--- config.mk ---
export PLATFORM = sky130hd
export DESIGN_NAME = axi_write_ctrl
export DESIGN_NICKNAME = d
export VERILOG_FILES = /design/src/common/axi_slave_pkg.sv /design/src/write_ch/axi_write_ctrl.sv /design/src/burst_addr_gen.sv
export SDC_FILE = /design/constraint.sdc
export NUM_CORES = 1
export LEC_CHECK = 0
export ABC_AREA = 1
export BUFFER_PORTS_ARGS = -buffer_cell sky130_fd_sc_hd__buf_2
export CAP_MARGIN = 25
export CORE_ASPECT_RATIO = 2
export CORE_MARGIN = 5
export CORE_UTILIZATION = 30
export DETAILED_ROUTE_END_ITERATION = 8
export PLACE_DENSITY_LB_ADDON = 0.05
export SETUP_SLACK_MARGIN = 0.05
export SYNTH_ARGS = -nofsm -noshare
export SYNTH_HDL_FRONTEND = slang
export SYNTH_HIERARCHICAL = 1
export SYNTH_SLANG_ARGS = --single-unit
--- constraint.sdc ---
create_clock -name clk -period 7.6 [get_ports clk]
set_input_delay 1.52 -clock clk [delete_from_list [all_inputs] [get_ports clk]]
set_output_delay 1.52 -clock clk [all_outputs]
set_load 0.02 [all_outputs]
--- src/common/axi_slave_pkg.sv ---
// shared localparams, burst and response enums, channel payload structs

package axi_slave_pkg;

  ////////////////////////////////////////////////////////////
  // sizes
  ////////////////////////////////////////////////////////////

  localparam int DATA_BYTES = 4;                // bytes per data beat
  localparam int DATA_W     = 8 * DATA_BYTES;   // data bus width
  localparam int ADDR_W     = 32;
  localparam int ID_W       = 4;
  localparam int LEN_W      = 4;                // beats = len + 1
  localparam int SIZE_W     = 3;
  localparam int MEM_BYTES  = 128;
  localparam int MEM_AW     = $clog2(MEM_BYTES); // byte index width
  localparam logic [7:0] MEM_INIT = 8'h0C;      // every byte after reset
  localparam int MAX_SIZE   = 2;                // 4-byte beats at most

  ////////////////////////////////////////////////////////////
  // encodings
  ////////////////////////////////////////////////////////////

  typedef enum logic [1:0] {
    BURST_FIXED = 2'b00,
    BURST_INCR  = 2'b01,
    BURST_WRAP  = 2'b10
  } burst_e;

  typedef enum logic [1:0] {
    RESP_OKAY   = 2'b00,
    RESP_SLVERR = 2'b10,
    RESP_DECERR = 2'b11
  } resp_e;

  ////////////////////////////////////////////////////////////
  // channel payloads
  ////////////////////////////////////////////////////////////

  // aw and ar request, 45 bits
  typedef struct packed {
    logic [ID_W-1:0]   id;
    logic [ADDR_W-1:0] addr;
    logic [LEN_W-1:0]  len;
    logic [SIZE_W-1:0] size;   // log2 of beat bytes
    burst_e            burst;
  } addr_req_t;

  // write data beat, 37 bits
  typedef struct packed {
    logic [DATA_W-1:0]     data;
    logic [DATA_BYTES-1:0] strb;  // lane j carries byte j
    logic                  last;
  } w_beat_t;

  // write response, 6 bits
  typedef struct packed {
    logic [ID_W-1:0] id;
    resp_e           resp;
  } b_resp_t;

  // read data beat, 39 bits
  typedef struct packed {
    logic [ID_W-1:0]   id;
    logic [DATA_W-1:0] data;
    resp_e             resp;
    logic              last;
  } r_beat_t;

endpackage
--- src/write_ch/axi_write_ctrl.sv ---
// write channel FSM: aw accept, w beats into memory, b response
`timescale 1ns/10ps

module axi_write_ctrl (
  input  logic                                  clk,
  input  logic                                  resetn,
  input  logic                                  aw_valid,
  output logic                                  aw_ready,
  input  axi_slave_pkg::addr_req_t              aw,
  input  logic                                  w_valid,
  output logic                                  w_ready,
  input  axi_slave_pkg::w_beat_t                w,
  output logic                                  b_valid,
  input  logic                                  b_ready,
  output axi_slave_pkg::b_resp_t                b,
  output logic                                  mem_wr_en,
  output logic [axi_slave_pkg::ADDR_W-1:0]      mem_wr_addr,
  output logic [axi_slave_pkg::DATA_W-1:0]      mem_wr_data,
  output logic [axi_slave_pkg::DATA_BYTES-1:0]  mem_wr_be
);

  typedef enum logic [1:0] {W_ADDR, W_DATA, W_RESP} w_state_e;

  w_state_e                          state;
  axi_slave_pkg::addr_req_t          req_q;      // accepted request
  logic [axi_slave_pkg::ADDR_W-1:0]  cur_addr;
  logic [axi_slave_pkg::ADDR_W-1:0]  next_addr;
  logic [axi_slave_pkg::LEN_W-1:0]   beat_cnt;   // beats done so far
  axi_slave_pkg::resp_e              resp;
  logic [axi_slave_pkg::DATA_BYTES-1:0] lane_mask;
  logic                              aw_fire;
  logic                              w_fire;
  logic                              last_beat;

  burst_addr_gen u_addr_gen (
    .req       (req_q),
    .beat_addr (cur_addr),
    .next_addr (next_addr),
    .resp      (resp)
  );

  assign aw_ready  = (state == W_ADDR);
  assign w_ready   = (state == W_DATA);
  assign b_valid   = (state == W_RESP);
  assign aw_fire   = aw_valid && aw_ready;
  assign w_fire    = w_valid && w_ready;
  assign last_beat = (beat_cnt == req_q.len);
  assign b         = '{id: req_q.id, resp: resp};

  // first 2^size lanes of the beat
  always_comb begin
    for (int j = 0; j < axi_slave_pkg::DATA_BYTES; j++) begin
      lane_mask[j] = (j < (1 << req_q.size));
    end
  end

  assign mem_wr_en   = w_fire && (resp == axi_slave_pkg::RESP_OKAY);  // errors write nothing
  assign mem_wr_addr = cur_addr;
  assign mem_wr_data = w.data;
  assign mem_wr_be   = w.strb & lane_mask;

  always_ff @(posedge clk or negedge resetn) begin
    if (!resetn) begin
      state    <= W_ADDR;
      beat_cnt <= '0;
    end else begin
      case (state)
        W_ADDR: if (aw_fire) begin
          state    <= W_DATA;
          beat_cnt <= '0;
        end
        W_DATA: if (w_fire) begin
          beat_cnt <= beat_cnt + 1'b1;
          if (last_beat) state <= W_RESP;   // burst length from the count
        end
        default: if (b_ready) state <= W_ADDR;
      endcase
    end
  end

  always_ff @(posedge clk) begin
    if (aw_fire) begin
      req_q    <= aw;
      cur_addr <= aw.addr;
    end else if (w_fire) begin
      cur_addr <= next_addr;
    end
  end

  a_wlast: assert property (@(posedge clk) disable iff (!resetn)
    w_fire |-> (w.last == last_beat))
    else $error("wlast does not match the beat count");

  a_b_stable: assert property (@(posedge clk) disable iff (!resetn)
    b_valid && !b_ready |=> b_valid && $stable(b))
    else $error("b changed while waiting for b_ready");

endmodule

--- src/burst_addr_gen.sv ---
// next beat address for FIXED/INCR/WRAP bursts and request response decode
`timescale 1ns/10ps

module burst_addr_gen (
  input  axi_slave_pkg::addr_req_t              req,
  input  logic [axi_slave_pkg::ADDR_W-1:0]      beat_addr,
  output logic [axi_slave_pkg::ADDR_W-1:0]      next_addr,
  output axi_slave_pkg::resp_e                  resp
);

  logic [axi_slave_pkg::ADDR_W-1:0] step;       // bytes per beat
  logic [axi_slave_pkg::ADDR_W-1:0] wrap_mask;  // window size - 1
  logic [axi_slave_pkg::ADDR_W-1:0] incr_addr;

  assign step = {{(axi_slave_pkg::ADDR_W-1){1'b0}}, 1'b1} << req.size;
  assign wrap_mask = (({{(axi_slave_pkg::ADDR_W-axi_slave_pkg::LEN_W){1'b0}}, req.len} + 1)
                      << req.size) - 1;
  assign incr_addr = beat_addr + step;

  always_comb begin
    case (req.burst)
      axi_slave_pkg::BURST_FIXED: next_addr = beat_addr;
      // stay inside the aligned window, fold back at its top
      axi_slave_pkg::BURST_WRAP:  next_addr = (beat_addr & ~wrap_mask) | (incr_addr & wrap_mask);
      default:                    next_addr = incr_addr;
    endcase
  end

  // address decode wins over size and wrap length checks
  always_comb begin
    if (req.addr >= axi_slave_pkg::MEM_BYTES) begin
      resp = axi_slave_pkg::RESP_DECERR;
    end else if (req.size > axi_slave_pkg::MAX_SIZE) begin
      resp = axi_slave_pkg::RESP_SLVERR;
    end else if (req.burst == axi_slave_pkg::BURST_WRAP &&
                 !(req.len inside {4'd1, 4'd3, 4'd7, 4'd15})) begin
      resp = axi_slave_pkg::RESP_SLVERR;              // wrap needs 2/4/8/16 beats
    end else begin
      resp = axi_slave_pkg::RESP_OKAY;
    end
  end

endmodule

Yosys cells after proc, flatten, opt, wreduce, memory -nomap -nowiden
Cells that the tools add are included.
{ "totals": {"in_bits": 87, "ff_bits": 83, "wordCells": 66, "output_inout_bits": 78} }
{ "classes": {"order_cmp": 6, "shifts": 2, "mux": 14, "addsub": 4, "n_reduce_logical": 15, "n_eq_ne": 12, "bitwise": 5} }
{ "op_table": {"columns": ["cell", "n"], "rows": [
  ["$and A32 B32 Y32", 2],
  ["$lt A3 B32 Y1 const A", 2],
  ["$mux W32", 2],
  ["$pmux W32 S2", 1],
  ["$add A32 B32 Y32", 1],
  ["$ge A32 B8 Y1 const B", 1],
  ["$lt A1 B32 Y1 const A", 1],
  ["$lt A2 B32 Y1 const A", 1],
  ["$not A32 Y32", 1],
  ["$or A32 B32 Y32", 1],
  ["$shl A1 B3 Y32 const A", 1],
  ["$shl A32 B3 Y32", 1],
  ["$sub A32 B1 Y32 const B", 1],
  ["$mux W2", 7],
  ["$mux W4", 2],
  ["$pmux W4 S2", 1],
  ["$logic_not A2 Y1", 3],
  ["$ne A2 B1 Y1 const B", 3],
  ["$add A4 B1 Y5 const B", 1],
  ["$add A4 B1 Y4 const B", 1],
  ["$and A4 B4 Y4", 1],
  ["$eq A2 B2 Y1 const B", 2],
  ["$eq A4 B1 Y1 const B", 1],
  ["$eq A4 B2 Y1 const B", 1],
  ["other kinds (15)", 19]
]} }

Depth between registers and ports, before layout
{ "logic_depth": {"word_depth": 9, "depth_mapped": 21, "ltp_nobuf": 21} }

By module
The synthesis kept the hierarchy.
{ "modules_own_cells": {"columns": ["module", "area_per_inst_um2", "n_inst", "cells_per_inst"], "rows": [
  ["axi_write_ctrl", 3427.0, 1, 279],
  ["burst_addr_gen", 2879.0, 1, 555]
]} }

Worst setup path after synthesis
OpenSTA, ideal clock, no wires.
{ "synth_timing": {"path_type": "input port to output port", "startpoint": "input w_valid", "endpoint": "output mem_wr_en", "setup_slack_ns": 4.033, "t_arrival_ns": 2.047, "path_stages": 2, "required_ns": 6.080, "n_path_buf": 0, "path_cell_list": "nand2_4 > nor3_1"} }
{ "synth_via": {"elab_chain_len": 2} }
{ "synth_rtl": {"columns": ["element", "line_no", "source"], "rows": [
  ["start: declaration", "axi_write_ctrl.sv:10", "input logic w_valid,"],
  ["$logic_and A1 B1 Y1", "axi_write_ctrl.sv:46", "assign w_fire = w_valid && w_ready;"],
  ["$logic_and A1 B1 Y1", "axi_write_ctrl.sv:57", "assign mem_wr_en = w_fire && (resp == axi_slave_pkg::RESP_OKAY);"],
  ["end: declaration", "axi_write_ctrl.sv:16", "output logic mem_wr_en,"]
]} }
No other way between the ends.

Final worst setup path
{ "layout_timing": {"startpoint": "register req_q[39] in the netlist's numbering", "endpoint": "output mem_wr_en"} }
{ "layout_via": {"elab_chain_len": 4} }
{ "layout_rtl": {"columns": ["element", "line_no", "source"], "rows": [
  ["start: declaration", "axi_write_ctrl.sv:25", "axi_slave_pkg::addr_req_t req_q;"],
  ["start signal: assignment", "axi_write_ctrl.sv:83", "req_q <= aw;"],
  ["$ge A32 B8 Y1", "burst_addr_gen.sv:31", "if (req.addr >= axi_slave_pkg::MEM_BYTES) begin"],
  ["$mux W2", "burst_addr_gen.sv:31", null],
  ["$logic_not A2 Y1", "axi_write_ctrl.sv:57", null],
  ["$logic_and A1 B1 Y1", "axi_write_ctrl.sv:57", null]
]} }
No other way between the ends.

==> summary.md <==
| Metric | Value |
|---|---|
| Crit path max fanout | 3 |
| Psw | 1.22 mW |
| Area growth syn-to-layout | 12.4% |
| Drt pass-1 iters | 5 |
| Max IR drop VDD | 0.161 mV |
| Rows | 73 |
| Initial Utilization | 30.6% |
| Maximum clock insertion buffer count | 2 |
| First-pass GRT wire length | 30.3 mm |
| Seq pwr share | 33.1% |
| TritonCTS Sinks | 76 |
| Status | finished clean |
| Max H-tree Level | 3 |
| Final hold vios | 0 |
| DR iter-0 viols | 304 |
| Worst EP required | 6.08 ns |
| Post-CTS Resized | 0 |
| Grt ovf | 0 |
| Slowest-stage cell, CP | nor4_1 |
| Fin nets | 984 |
| Most common cell after layout, fill and taps aside | nand2_1 |
| Setup Skew | 0.0103 ns |
| Mean number of vias per cell | 4.78 |
| Antenna violations before repair | 0 |
| Setup TNS Final | 0 ns |
| WS Path Type | register to primary output |
| DR WL/cell | 16.9 um |
| Post-CTS setup buffer count | 0 |
| CTS Hold Bufs | 0 |
| Final GP Congestion | 0.860 |
| Slew Limit Headroom | 34.7% |
| CP Capture Type | primary output |
| Static Leakage | 3.26 nW |
| Period utilization | 54.2% |
| Gr usage total | 16.6% |
| Die H | 212 um |
| Clock share of power | 16.1% |
| Synth Net Count | 928 |
| Max incr delay on CP | 0.60 ns |
| Synth warnings | 6 |
| Die extent in x | 111 um |
| Power per cell area | 368 nW/um2 |
| Largest net degree at the start of global routing | 58 |
| Core ar. | 19900 um2 |
| # DRC | 0 |
| HPWL after detailed placement | 15.3 mm |
| RSZ-0062 raised after global routing | no |
| Logic pwr share | 50.8% |
| Data arrival time of the worst path | 2.60 ns |
| Final wirelength | 19.4 mm |
| Mapped cell area | 6100 um2 |
| Min cycle time layout | 4.12 ns |
| Max Slew Vio Count | 0 |
| Vias in the first global route | 5639 |
| Routed Antenna Nets | 0 |
| Sw Share | 48.3% |
| Placement-stage cell area | 6560 um2 |
| Max-cap violation count | 0 |
| Final setup vio count | 0 |
| Achievable frequency | 243 MHz |
| Clk root buf | clkbuf_16 |
| Vias after detailed routing | 5492 |
| Mapped Cells | 827 |
| Worst-path clk slew | 0.06 ns |
| I/O pins | 165 |
| Die area | 23400 um2 |
| Worst path cell trace | nor4_1 -> nand2_1 -> nor2_1 -> nand4_1 -> a311o_1 -> nor3_1 -> buf_2 |
| Startpoint Class | register |
| N_diodes | 0 |
| Commonest cells after routing, fill and taps aside | nand2_1, inv_1, buf_2, nand3_1, edfxtp_1 |
| Internal power | 1.30 mW |
| Port buffer count | 97 |
| Clk_lat worst skew | 0.35 ns |
| CTS tree | yes |
| Worst Hold Class | register to register |
| Fin area | 6850 um2 |
| Mean Syn Cell Area | 7.37 um2 |
| CTS buffer count | 9 |
| Worst slew pin tran | 0.979 ns |
| Ratio of cells with drive above 1 in the final layout | 18.7% |
==> registers in the layout, indices dropped and copies added, names as in the netlist <==
name	cells
mem_wr_addr	32
req_q	34
beat_cnt	4
state	2
b	4
==> critical path, delay by kind of cell (launching register included) <==
family                 cells  cell delay [ns]
AO/OA/AOI/OAI              1             0.39
buffers and inverters      1             0.19
AND/OR/NAND/NOR            5             1.30
flip-flops                 1             0.37
==> path summary, 6_finish.rpt <==
check                             from              end  slack [ns]  cells after the start
min                        beat_cnt[2]      beat_cnt[2]        0.57                      2
max in group asynchronous       resetn      beat_cnt[0]        6.45                      1
max                          req_q[39]        mem_wr_en        3.48                      7
max reg2reg                   req_q[2]  mem_wr_addr[30]        3.86                     19
min in group asynchronous       resetn      beat_cnt[3]        0.99                      1
min reg2reg                beat_cnt[2]      beat_cnt[2]        0.57                      2
==> power groups by stage <==
stage | Sequential, mW | Clock (mW) | Combinational (mW)
after global routing | 0.859 | 0.439 | 1.44
after detailed placement | 0.854 | 0 | 1.29
after CTS | 0.846 | 0.423 | 1.29
final | 0.835 | 0.404 | 1.28
after global placement | 0.852 | 0 | 1.27
after floorplan | 0.881 | 0 | 0.873
==> metal layers <==
layer / part of all wire [%] / vias up / track usage [%]
met5: 0 / - / 0
met4: 4.1 / 0 / 8.21
met3: 4.2 / 32 / 3.35
met2: 56 / 160 / 33.0
met1: 35 / 2533 / 15.9
li1: - / 2767 / -
==> cell type report <==
cell class,instances,area (um2)
clock inverter,4,26.3
fill,2289,13100
timing repair buffer,100,520
multi-input combinational,586,3060
tap,262,328
clock buffer,12,246
sequential,76,2250
inverter,110,413
==> stage by stage <==
stage	worst slack [ns]	cells	hold WS [ns]	util, %	power (mW)
after floorplan	4.03	827	0.525	-	1.75
after global placement	3.81	1133	0.563	32.9	2.13
after detailed placement	3.79	1133	0.564	32.9	2.14
after CTS	3.39	1149	0.581	34.3	2.56
after global routing	3.29	1150	0.612	34.4	2.74
final	3.48	1150	0.574	34.4	2.52
Note: power is estimated with default switching activity, not from simulation.
